--- src/rtl/st_glue_pkg.sv ---
////////////////////////////////////////////////////////////
// shared widths, enums and constants for the ST bus glue
// window bases are byte offsets inside the $ffxxxx I/O page
////////////////////////////////////////////////////////////

package st_glue_pkg;

	// cpu bus widths
	localparam int ADDR_W = 23;	// word address, cpu A23..A1
	localparam int DATA_W = 16;

	// four-slot ram time slicing, one slot per clk_8
	typedef enum logic [1:0] {
		PHASE_VIDEO = 2'd0,	// shifter fetch
		PHASE_HOST  = 2'd1,	// host/io controller slot
		PHASE_CPU   = 2'd2,	// 68000 access
		PHASE_SPARE = 2'd3
	} bus_phase_t;

	// configured st ram size
	typedef enum logic [2:0] {
		MEM_512K = 3'd0,
		MEM_1M   = 3'd1,
		MEM_2M   = 3'd2,
		MEM_4M   = 3'd3,
		MEM_8M   = 3'd4,	// extra 4 MB above $400000
		MEM_14M  = 3'd5	// extends up to $dfffff
	} mem_size_t;

	// vectors supplied for the st autovector levels
	localparam logic [7:0] VEC_VBI = 8'h1c;	// level 4
	localparam logic [7:0] VEC_HBI = 8'h1a;	// level 2

	// active low ipl codes, ipl[0] stays high on the st
	localparam logic [2:0] IPL_NONE = 3'b111;
	localparam logic [2:0] IPL_HBI  = 3'b101;
	localparam logic [2:0] IPL_VBI  = 3'b011;
	localparam logic [2:0] IPL_MFP  = 3'b001;

	// i/o window bases in the $ff page
	localparam logic [15:0] MMU_BASE  = 16'h8000;	// single word
	localparam logic [15:0] VREG_BASE = 16'h8200;	// 128 bytes
	localparam logic [15:0] DMA_BASE  = 16'h8600;	// 16 bytes
	localparam logic [15:0] PSG_BASE  = 16'h8800;	// 256 bytes
	localparam logic [15:0] MFP_BASE  = 16'hfa00;	// 256 bytes
	localparam logic [15:0] ACIA_BASE = 16'hfc00;	// 256 bytes

endpackage
--- src/rtl/st_glue_top.sv ---
////////////////////////////////////////////////////////////
// ST bus glue top, everything on clk_8
// peripherals and ram are external, their data come in as ports
////////////////////////////////////////////////////////////

module st_glue_top #(
	parameter int BERR_TIMEOUT = 31
) (
	input  logic                           clk_8,
	input  logic                           pll_locked,
	// cpu bus
	input  logic [st_glue_pkg::ADDR_W-1:0] cpu_addr,
	input  logic                           cpu_rw,
	input  logic                           cpu_uds_n,
	input  logic                           cpu_lds_n,
	input  logic                           br,	// dma bus request
	input  st_glue_pkg::mem_size_t         mem_size,
	output logic [st_glue_pkg::DATA_W-1:0] cpu_din,
	output logic                           dtack_n,
	output logic                           berr,
	output logic [3:0]                     berr_count,
	output logic [2:0]                     ipl,
	// video and interrupts
	input  logic                           vs,
	input  logic                           hs,
	input  logic                           mfp_irq,
	input  logic [st_glue_pkg::ADDR_W-1:0] video_addr,
	input  logic                           video_read,
	// st ram port
	input  logic [st_glue_pkg::DATA_W-1:0] ram_rdata,
	output st_glue_pkg::bus_phase_t        bus_phase,
	output logic [st_glue_pkg::ADDR_W-1:0] ram_addr,
	output logic                           ram_oe_n,
	output logic                           ram_we_n,
	output logic                           ram_uds_n,
	output logic                           ram_lds_n,
	// peripherals
	input  logic [st_glue_pkg::DATA_W-1:0] vreg_rdata,
	input  logic [st_glue_pkg::DATA_W-1:0] dma_rdata,
	input  logic [7:0]                     mmu_rdata,
	input  logic [7:0]                     mfp_rdata,
	input  logic [7:0]                     acia_rdata,
	input  logic [7:0]                     psg_rdata,
	output logic                           vreg_sel,
	output logic                           mmu_sel,
	output logic                           mfp_sel,
	output logic                           acia_sel,
	output logic                           psg_sel,
	output logic                           dma_sel,
	output logic                           mfp_iack
);

	logic strobe;	// any data strobe
	logic to_ram, to_mem, to_io, to_iack;	// address class
	logic bus_ack;
	logic vbi_ack, hbi_ack;

	ram_phase_arbiter ram_phase_arbiter_i (
		.clk_8(clk_8), .pll_locked(pll_locked),
		.video_addr(video_addr), .video_read(video_read),
		.cpu_addr(cpu_addr), .cpu_rw(cpu_rw),
		.cpu_uds_n(cpu_uds_n), .cpu_lds_n(cpu_lds_n),
		.strobe(strobe), .to_mem(to_mem), .to_ram(to_ram),
		.bus_phase(bus_phase), .ram_addr(ram_addr),
		.ram_oe_n(ram_oe_n), .ram_we_n(ram_we_n),
		.ram_uds_n(ram_uds_n), .ram_lds_n(ram_lds_n)
	);

	cpu_mem_map cpu_mem_map_i (
		.cpu_addr(cpu_addr), .cpu_rw(cpu_rw),
		.cpu_uds_n(cpu_uds_n), .cpu_lds_n(cpu_lds_n), .mem_size(mem_size),
		.strobe(strobe), .to_ram(to_ram), .to_mem(to_mem),
		.to_io(to_io), .to_iack(to_iack)
	);

	io_decode io_decode_i (
		.cpu_addr(cpu_addr), .bus_phase(bus_phase), .strobe(strobe),
		.to_mem(to_mem), .to_io(to_io), .to_iack(to_iack),
		.ram_rdata(ram_rdata), .vreg_rdata(vreg_rdata), .dma_rdata(dma_rdata),
		.mmu_rdata(mmu_rdata), .mfp_rdata(mfp_rdata),
		.acia_rdata(acia_rdata), .psg_rdata(psg_rdata),
		.vreg_sel(vreg_sel), .mmu_sel(mmu_sel), .mfp_sel(mfp_sel),
		.acia_sel(acia_sel), .psg_sel(psg_sel), .dma_sel(dma_sel),
		.mfp_iack(mfp_iack), .vbi_ack(vbi_ack), .hbi_ack(hbi_ack),
		.bus_ack(bus_ack), .cpu_din(cpu_din)
	);

	bus_cycle_ctrl #(.BERR_TIMEOUT(BERR_TIMEOUT)) bus_cycle_ctrl_i (
		.clk_8(clk_8), .pll_locked(pll_locked),
		.bus_ack(bus_ack), .br(br),
		.dtack_n(dtack_n), .berr(berr), .berr_count(berr_count)
	);

	irq_controller irq_controller_i (
		.clk_8(clk_8), .pll_locked(pll_locked),
		.vs(vs), .hs(hs), .mfp_irq(mfp_irq),
		.vbi_ack(vbi_ack), .hbi_ack(hbi_ack), .ipl(ipl)
	);

endmodule

--- src/rtl/irq_controller.sv ---
////////////////////////////////////////////////////////////
// vbi/hbi edge latches and ipl encoder, vs and hs async
// mfp level has top priority, then vbi, then hbi
////////////////////////////////////////////////////////////

module irq_controller (
	input  logic       clk_8,
	input  logic       pll_locked,
	input  logic       vs,
	input  logic       hs,
	input  logic       mfp_irq,
	input  logic       vbi_ack,
	input  logic       hbi_ack,
	output logic [2:0] ipl
);

	logic vs_meta, vs_sync, vs_prev;	// two flop sync plus edge history
	logic hs_meta, hs_sync, hs_prev;
	logic vs_rise;	// one clk_8 pulse
	logic hs_rise;
	logic vbi;	// level 4 pending
	logic hbi;	// level 2 pending

	always_ff @(posedge clk_8 or negedge pll_locked) begin
		if (!pll_locked) begin
			vs_meta <= 1'b0;
			vs_sync <= 1'b0;
			vs_prev <= 1'b0;
			hs_meta <= 1'b0;
			hs_sync <= 1'b0;
			hs_prev <= 1'b0;
		end else begin
			vs_meta <= vs;
			vs_sync <= vs_meta;
			vs_prev <= vs_sync;
			hs_meta <= hs;
			hs_sync <= hs_meta;
			hs_prev <= hs_sync;
		end
	end

	assign vs_rise = vs_sync && !vs_prev;
	assign hs_rise = hs_sync && !hs_prev;

	// pending flags, ack wins over a new edge
	always_ff @(posedge clk_8 or negedge pll_locked) begin
		if (!pll_locked) begin
			vbi <= 1'b0;
			hbi <= 1'b0;
		end else begin
			if (vbi_ack)
				vbi <= 1'b0;
			else if (vs_rise)
				vbi <= 1'b1;
			if (hbi_ack)
				hbi <= 1'b0;
			else if (hs_rise)
				hbi <= 1'b1;
		end
	end

	// registered priority encoder
	always_ff @(posedge clk_8 or negedge pll_locked) begin
		if (!pll_locked) begin
			ipl <= st_glue_pkg::IPL_NONE;
		end else if (mfp_irq) begin
			ipl <= st_glue_pkg::IPL_MFP;	// level 6
		end else if (vbi) begin
			ipl <= st_glue_pkg::IPL_VBI;	// level 4
		end else if (hbi) begin
			ipl <= st_glue_pkg::IPL_HBI;	// level 2
		end else begin
			ipl <= st_glue_pkg::IPL_NONE;
		end
	end

endmodule

--- src/rtl/bus_cycle_ctrl.sv ---
////////////////////////////////////////////////////////////
// dtack and bus error timeout, br halts the cpu via dtack
// timeout also runs while the cpu is idle, br clears it
////////////////////////////////////////////////////////////

module bus_cycle_ctrl #(
	parameter int BERR_TIMEOUT = 31	// cycles without dtack before berr
) (
	input  logic       clk_8,
	input  logic       pll_locked,
	input  logic       bus_ack,
	input  logic       br,
	output logic       dtack_n,
	output logic       berr,
	output logic [3:0] berr_count
);

	localparam int CNT_W = $clog2(BERR_TIMEOUT + 1);
	localparam logic [CNT_W-1:0] CNT_MAX = CNT_W'(BERR_TIMEOUT);

	logic [CNT_W-1:0] timeout_cnt;
	logic             berr_q;	// berr one cycle back, for rise detect

	assign dtack_n = !(bus_ack && !br);	// dma owns the bus while br high
	assign berr    = (timeout_cnt == CNT_MAX);

	always_ff @(posedge clk_8 or negedge pll_locked) begin
		if (!pll_locked) begin
			timeout_cnt <= '0;
			berr_q      <= 1'b0;
			berr_count  <= 4'd0;
		end else begin
			berr_q <= berr;
			if (!dtack_n || br)
				timeout_cnt <= '0;
			else if (timeout_cnt != CNT_MAX)
				timeout_cnt <= timeout_cnt + 1'b1;	// saturate at max
			if (berr && !berr_q)
				berr_count <= berr_count + 4'd1;	// debug trigger, wraps
		end
	end

	// a late ack on top of an expired timeout would give dtack and berr together
	a_no_berr_dtack: assert property (@(posedge clk_8) disable iff (!pll_locked)
		!dtack_n |-> !berr);

endmodule

--- src/rtl/io_decode.sv ---
////////////////////////////////////////////////////////////
// peripheral selects and cpu read data merge
// unselected peripherals are masked before the OR merge
////////////////////////////////////////////////////////////

module io_decode (
	input  logic [st_glue_pkg::ADDR_W-1:0] cpu_addr,
	input  st_glue_pkg::bus_phase_t        bus_phase,
	input  logic                           strobe,
	input  logic                           to_mem,
	input  logic                           to_io,
	input  logic                           to_iack,
	input  logic [st_glue_pkg::DATA_W-1:0] ram_rdata,
	input  logic [st_glue_pkg::DATA_W-1:0] vreg_rdata,
	input  logic [st_glue_pkg::DATA_W-1:0] dma_rdata,
	input  logic [7:0]                     mmu_rdata,
	input  logic [7:0]                     mfp_rdata,
	input  logic [7:0]                     acia_rdata,
	input  logic [7:0]                     psg_rdata,
	output logic                           vreg_sel,
	output logic                           mmu_sel,
	output logic                           mfp_sel,
	output logic                           acia_sel,
	output logic                           psg_sel,
	output logic                           dma_sel,
	output logic                           mfp_iack,
	output logic                           vbi_ack,
	output logic                           hbi_ack,
	output logic                           bus_ack,
	output logic [st_glue_pkg::DATA_W-1:0] cpu_din
);

	logic        cpu_cycle;	// cpu owns this slot
	logic        io_cycle;
	logic        iack_cycle;
	logic [15:1] io_off;	// byte offset in the $ff page, A0 dropped
	logic [7:0]  auto_vec;
	logic [7:0]  din_hi;	// acia, psg
	logic [7:0]  din_lo;	// mmu, mfp, vectors
	logic [15:0] din_word;	// vreg, dma

	assign cpu_cycle  = (bus_phase == st_glue_pkg::PHASE_CPU);
	assign io_cycle   = cpu_cycle && strobe && to_io;
	assign iack_cycle = cpu_cycle && strobe && to_iack;
	assign io_off     = cpu_addr[14:0];

	// window compares, low bits ignored per window size
	assign mmu_sel  = io_cycle && (io_off[15:1] == st_glue_pkg::MMU_BASE[15:1]);
	assign vreg_sel = io_cycle && (io_off[15:7] == st_glue_pkg::VREG_BASE[15:7]);
	assign dma_sel  = io_cycle && (io_off[15:4] == st_glue_pkg::DMA_BASE[15:4]);
	assign psg_sel  = io_cycle && (io_off[15:8] == st_glue_pkg::PSG_BASE[15:8]);
	assign mfp_sel  = io_cycle && (io_off[15:8] == st_glue_pkg::MFP_BASE[15:8]);
	assign acia_sel = io_cycle && (io_off[15:8] == st_glue_pkg::ACIA_BASE[15:8]);

	// interrupt level sits on A3..A1
	assign mfp_iack = iack_cycle && (cpu_addr[2:0] == 3'b110);	// mfp gives its own vector
	assign vbi_ack  = iack_cycle && (cpu_addr[2:0] == 3'b100);
	assign hbi_ack  = iack_cycle && (cpu_addr[2:0] == 3'b010);

	assign auto_vec = ({8{vbi_ack}} & st_glue_pkg::VEC_VBI) |
		({8{hbi_ack}} & st_glue_pkg::VEC_HBI);

	// anything decoded ends the cycle, unmapped space times out
	assign bus_ack = vreg_sel || mmu_sel || mfp_sel || acia_sel || psg_sel || dma_sel ||
		mfp_iack || vbi_ack || hbi_ack || (cpu_cycle && strobe && to_mem);

	assign din_hi   = ({8{acia_sel}} & acia_rdata) | ({8{psg_sel}} & psg_rdata);
	assign din_lo   = ({8{mmu_sel}} & mmu_rdata) |
		({8{mfp_sel || mfp_iack}} & mfp_rdata) | auto_vec;
	assign din_word = ({16{vreg_sel}} & vreg_rdata) | ({16{dma_sel}} & dma_rdata);

	assign cpu_din = to_mem ? ram_rdata : (din_word | {din_hi, din_lo});

	// windows are disjoint, so two selects at once means a broken decode
	always_comb begin
		a_one_sel: assert final ($onehot0({vreg_sel, mmu_sel, mfp_sel,
			acia_sel, psg_sel, dma_sel}));
	end

endmodule

--- src/rtl/cpu_mem_map.sv ---
////////////////////////////////////////////////////////////
// 68000 memory map, purely combinational
// rom and cartridge areas decode as memory for reads only
////////////////////////////////////////////////////////////

module cpu_mem_map (
	input  logic [st_glue_pkg::ADDR_W-1:0] cpu_addr,
	input  logic                           cpu_rw,
	input  logic                           cpu_uds_n,
	input  logic                           cpu_lds_n,
	input  st_glue_pkg::mem_size_t         mem_size,
	output logic                           strobe,
	output logic                           to_ram,
	output logic                           to_mem,
	output logic                           to_io,
	output logic                           to_iack
);

	localparam int MSB = st_glue_pkg::ADDR_W - 1;	// index of cpu A23

	logic ram_14m;	// $800000..$dfffff present
	logic ram_8m;	// $400000..$7fffff present
	logic tos_256k;	// $e00000..$e3ffff
	logic tos_192k;	// $fc0000..$feffff
	logic cart;	// $fa0000..$fbffff

	assign ram_14m = (mem_size == st_glue_pkg::MEM_14M);
	assign ram_8m  = (mem_size == st_glue_pkg::MEM_8M) || ram_14m;

	always_comb begin
		to_ram = (cpu_addr[MSB -: 2] == 2'b00);	// plain 4 MB, any size
		if (ram_8m && (cpu_addr[MSB -: 2] == 2'b01))
			to_ram = 1'b1;
		if (ram_14m && ((cpu_addr[MSB -: 2] == 2'b10) || (cpu_addr[MSB -: 3] == 3'b110)))
			to_ram = 1'b1;
	end

	assign tos_256k = (cpu_addr[MSB -: 6] == 6'b111000);
	assign tos_192k = (cpu_addr[MSB -: 7] == 7'b1111110) ||
		(cpu_addr[MSB -: 8] == 8'b11111110);
	assign cart     = (cpu_addr[MSB -: 7] == 7'b1111101);

	// ram read/write, rom and cart read only
	assign to_mem = to_ram || (cpu_rw && (tos_256k || tos_192k || cart));

	assign to_io   = (cpu_addr[MSB -: 8] == 8'hff);	// $ff0000 up
	assign to_iack = (cpu_addr[MSB -: 20] == 20'hfffff);	// $fffff0 up, level in A3..A1

	assign strobe = !cpu_uds_n || !cpu_lds_n;	// either byte lane

endmodule

--- src/rtl/ram_phase_arbiter.sv ---
////////////////////////////////////////////////////////////
// ram port mux, video owns slot 0, cpu owns slot 2
// host and spare slots present the cpu bus but never strobe
////////////////////////////////////////////////////////////

module ram_phase_arbiter (
	input  logic                             clk_8,
	input  logic                             pll_locked,
	input  logic [st_glue_pkg::ADDR_W-1:0]   video_addr,
	input  logic                             video_read,
	input  logic [st_glue_pkg::ADDR_W-1:0]   cpu_addr,
	input  logic                             cpu_rw,
	input  logic                             cpu_uds_n,
	input  logic                             cpu_lds_n,
	input  logic                             strobe,
	input  logic                             to_mem,
	input  logic                             to_ram,
	output st_glue_pkg::bus_phase_t          bus_phase,
	output logic [st_glue_pkg::ADDR_W-1:0]   ram_addr,
	output logic                             ram_oe_n,
	output logic                             ram_we_n,
	output logic                             ram_uds_n,
	output logic                             ram_lds_n
);

	logic cpu_rd;	// strobed read of ram or rom
	logic cpu_wr;	// strobed write, ram only

	assign cpu_rd = strobe && cpu_rw && to_mem;
	assign cpu_wr = strobe && !cpu_rw && to_ram;	// rom/cart writes never reach ram

	// free running slot counter
	always_ff @(posedge clk_8 or negedge pll_locked) begin
		if (!pll_locked) begin
			bus_phase <= st_glue_pkg::PHASE_VIDEO;
		end else begin
			bus_phase <= st_glue_pkg::bus_phase_t'(bus_phase + 2'd1);	// wraps after spare
		end
	end

	always_comb begin
		// defaults: cpu bus on the port, no access
		ram_addr  = cpu_addr;
		ram_uds_n = cpu_uds_n;
		ram_lds_n = cpu_lds_n;
		ram_oe_n  = 1'b1;
		ram_we_n  = 1'b1;
		case (bus_phase)
			st_glue_pkg::PHASE_VIDEO: begin
				ram_addr  = video_addr;
				ram_uds_n = 1'b0;	// shifter reads whole words
				ram_lds_n = 1'b0;
				ram_oe_n  = !video_read;
			end
			st_glue_pkg::PHASE_CPU: begin
				ram_oe_n = !cpu_rd;
				ram_we_n = !cpu_wr;
			end
			default: begin
				ram_oe_n = 1'b1;	// host/spare slots idle here
			end
		endcase
	end

	// the ram must never see a read and a write in the same slot
	a_oe_we_excl: assert property (@(posedge clk_8) disable iff (!pll_locked)
		!(!ram_oe_n && !ram_we_n));

endmodule

--- config.mk ---
export PLATFORM = sky130hd
export DESIGN_NAME = st_glue_top
export DESIGN_NICKNAME = d
export VERILOG_FILES = /design/src/rtl/st_glue_pkg.sv /design/src/rtl/st_glue_top.sv /design/src/rtl/irq_controller.sv /design/src/rtl/bus_cycle_ctrl.sv /design/src/rtl/io_decode.sv /design/src/rtl/cpu_mem_map.sv /design/src/rtl/ram_phase_arbiter.sv
export SDC_FILE = /design/constraint.sdc
export NUM_CORES = 1
export LEC_CHECK = 0
export BUFFER_PORTS_ARGS = -buffer_cell sky130_fd_sc_hd__buf_4
export CORE_MARGIN = 2
export CORE_UTILIZATION = 33
export DETAILED_ROUTE_END_ITERATION = 10
export HOLD_SLACK_MARGIN = 0.02
export PLACE_DENSITY_LB_ADDON = 0.2
export SYNTH_ARGS = -nofsm -noshare
export SYNTH_HDL_FRONTEND = slang
export SYNTH_SLANG_ARGS = --single-unit
export TNS_END_PERCENT = 50
--- constraint.sdc ---
create_clock -name clk_8 -period 2.3 [get_ports clk_8]
set_input_delay 0.575 -clock clk_8 [delete_from_list [all_inputs] [get_ports clk_8]]
set_output_delay 0.575 -clock clk_8 [all_outputs]
set_load 0.005 [all_outputs]
==> out/metrics.cfg <==
[run_status]
status = complete, but fails checks
violations = negative setup slack

[setup_path]
critPathArrivalTime_ps = 2330
cp-start-kind = flop
critPathCaptureType = output port
cp_data_required_time_ps = 1730
critPathKind = reg -> out
path_max_fanout = 5

[global_routing]
grt_pass1_vias = 2961
grt.overflow.total = 0
grt_first_pass_wirelength_mm = 14.20
antenna_found_initial = 0
gr-usage-all-layers_pct = 25.08
grt_max_degree = 28

[yosys]
yosysWarnings = 0
synth_cells = 231
syn_avg_cell_area_sq_um = 8.959
synth_top_area_cell = dfrtp_1
ys_ff_latch = 22
syn_nets = 375
yosysTopAreaCellShare_pct = 24.18
syn_area_sq_mm = 0.002069
synth_seq_area_share_pct = 26.72
ys_types = 57
synth.area.top_cells = dfrtp_1, mux2_2, a222oi_1, nand2_1, a21oi_1

[die]
io_pins = 200
die_h_um = 83.19
dieArea_sq_mm = 0.006921
die_w_um = 83.19
start_util_pct = 34.54
num_rows = 28
coreArea_sq_mm = 0.005991

[clocking]
clk_latency_ps = 260
holdBufCountCts = 0
root_buffer = clkbuf_8
numCtsBuffers = 3
tritoncts = yes
cts_sinks = 22
clkSlewWorstSetupHoldPaths_ps = 80
clk_path_buf_depth = 2
htree_levels = 1

[power_and_ir_drop]
ir_drop_uv = 254.2
p_total_mw = 1.200
power_density_mw_per_mm2 = 272.7
p_leak_nw = 2.217

[placement]
dp_hpwl_mm = 7.376
placement.cell_area_sq_mm = 0.003983
io_buffer_count = 198
gp_congestion = 0.8864

[sta]
fin_crit_ps = 2905
finClkSkew_ps = 4.073
max_freq_mhz = 344.3
hold_viol_final = 0
fin_crit_sh_pct = 126.3
finalWorstSetupSlack_ps = -604.6
rsz0062_at_grt = yes
setup_viol = 45
finalMaxSlewViolations = 0

[final_layout]
drive_gt1_share_pct = 66.67
fillCellCount = 451
stdcell_area_sq_mm = 0.004402
n_antenna_cell = 0
ff_latch_area_sq_um = 553.0
fin_util_pct = 73.48
multi_input_area_sq_mm = 0.001589
layout.nets = 622
syn_to_final_growth_pct = 112.7

[routing]
drc = 0
wl_mm = 9.265
wire_per_inst_um = 16.78
drt_pass1_iterations = 6
num_vias = 2905
detail_route.vias_per_cell = 5.263
ant_nets = 0
drt_iter0_drc = 142

[min_path]
hold_class = in -> async

[job]
cap_viol_max_count = 0

==> cell usage after synthesis (all sizes together) <==
cell type / count
nand2: 24
mux2: 23
dfrtp: 20
nor2: 20
a21oi: 16
a222oi: 16
a22oi: 8
buf: 8
nor3: 8
and3: 6
inv: 6
nand4: 6
nor4: 6
or3: 6
ha: 5
nor2b: 5
o21ai: 5
clkbuf: 4
nand3: 4
xnor2: 4
mux2i: 3
xor2: 3
a21o: 2
dfstp: 2
nand4b: 2
or2: 2
a211o: 1
a211oi: 1
a21bo: 1
a21boi: 1
a221oi: 1
a22o: 1
and2: 1
and2b: 1
and3b: 1
and4: 1
and4b: 1
conb: 1
nand2b: 1
nor4b: 1
o211a: 1
o211ai: 1
or4b: 1
==> power breakdown <==
part | total [mW] | switching [mW] | internal [mW] | leakage, nW
logic | 0.442 | 0.156 | 0.286 | 1.91
registers | 0.404 | 0.00622 | 0.398 | 0.269
clock network | 0.354 | 0.122 | 0.232 | 0.0357
==> area by class of cell <==
type	count	share of cell area (%)
sequential	22	12.56
tap	75	2.132
clock buffer	3	0.9380
inverter	6	0.5117
multi-input combinational	191	36.10
timing repair buffer	254	47.07
clock inverter	1	0.6822
==> per-layer routing <==
metal	vias to the layer above	track usage, %	share of wire (%)
li1	1383	-	-
met4	0	5.365	1.2
met1	1363	27.70	37
met2	149	48.24	54
met5	-	0	0
met3	10	5.865	7.9
==> cell usage in the layout (no fill, tap or decap), types with 6 or more instances in the layout <==
master / instances
a222oi_1: 16
a21oi_1: 16
nand2_1: 23
mux2_4: 6
a22oi_1: 8
dfrtp_1: 20
nor2_1: 15
buf_6: 20
buf_4: 227
mux2_2: 17
==> state kept, by name, summed over array words and instances (netlist names) <==
signal,cells
irq_controller_i.vs_prev,1
irq_controller_i.hs_sync,1
irq_controller_i.hs_prev,1
irq_controller_i.hs_meta,1
irq_controller_i.vbi,1
ram_phase_arbiter_i.bus_phase,2
irq_controller_i.vs_sync,1
irq_controller_i.ipl,2
irq_controller_i.vs_meta,1
bus_cycle_ctrl_i.timeout_cnt,5
irq_controller_i.hbi,1
bus_cycle_ctrl_i.berr_count,4
bus_cycle_ctrl_i.berr_q,1
==> worst max-delay path, stage by stage (launching register included) <==
cell and delay (ps):
dfrtp_1 400, inv_2 80, ha_4 150, a21bo_1 210, or3_4 430, nor4_4 160
buf_4 160, a222oi_1 70, and3_1 190, o21ai_2 110, buf_4 120
==> per-stage QoR <==
step / instances / worst slack [ps] / hold WS [ps] / setup TNS (ps)
final: 552 / -604.6 / 181.5 / -11820
after global routing: 552 / -786.6 / 188.2 / -16900
after CTS: 550 / -645.7 / 178.4 / -11370
after detailed placement: 539 / -578.9 / 342.8 / -8548
after global placement: 539 / -513.6 / 333.6 / -8223
after floorplan: 231 / -189.1 / 279.4 / -2774
==> path summary, 6_finish.rpt <==
check                                            startpoint                              end  slack [ps]  depth (start not counted)
max reg2reg                ram_phase_arbiter_i.bus_phase[1]  bus_cycle_ctrl_i.timeout_cnt[2]          50                          9
min reg2reg                        irq_controller_i.hs_meta         irq_controller_i.hs_sync         350                          0
max in group asynchronous                        pll_locked          irq_controller_i.ipl[2]        1850                          1
min                                              pll_locked   bus_cycle_ctrl_i.berr_count[1]         180                          1
max                        ram_phase_arbiter_i.bus_phase[0]                       cpu_din[3]        -600                         10
min in group clk_8                 irq_controller_i.hs_meta         irq_controller_i.hs_sync         350                          0
==> logic make-up after synthesis <==
kind of cell               Yosys count  share of synthesized area [%]
AOI/OAI and AO/OA                   55                          19.89
xor gates and xnor gates             7                          2.963
other                                1                         0.1812
buffers and inverters               18                          4.474
adders and majority gates            5                          3.023
muxes                               26                          13.97
and+or+nand+nor                     97                          28.78
DFF                                 22                          26.72
==> repair_timing <==
| action | CTS | global route |
|---|---|---|
| gates resized for setup | 36 | 24 |
| setup buffers | 6 | 2 |
| endpoints found under the setup margin | 48 | 53 |
| pin swaps | 19 | 3 |
| endpoints found under the hold margin | 0 | 0 |
| cloned | 2 | 0 |
(Power assumes the default switching activity.)
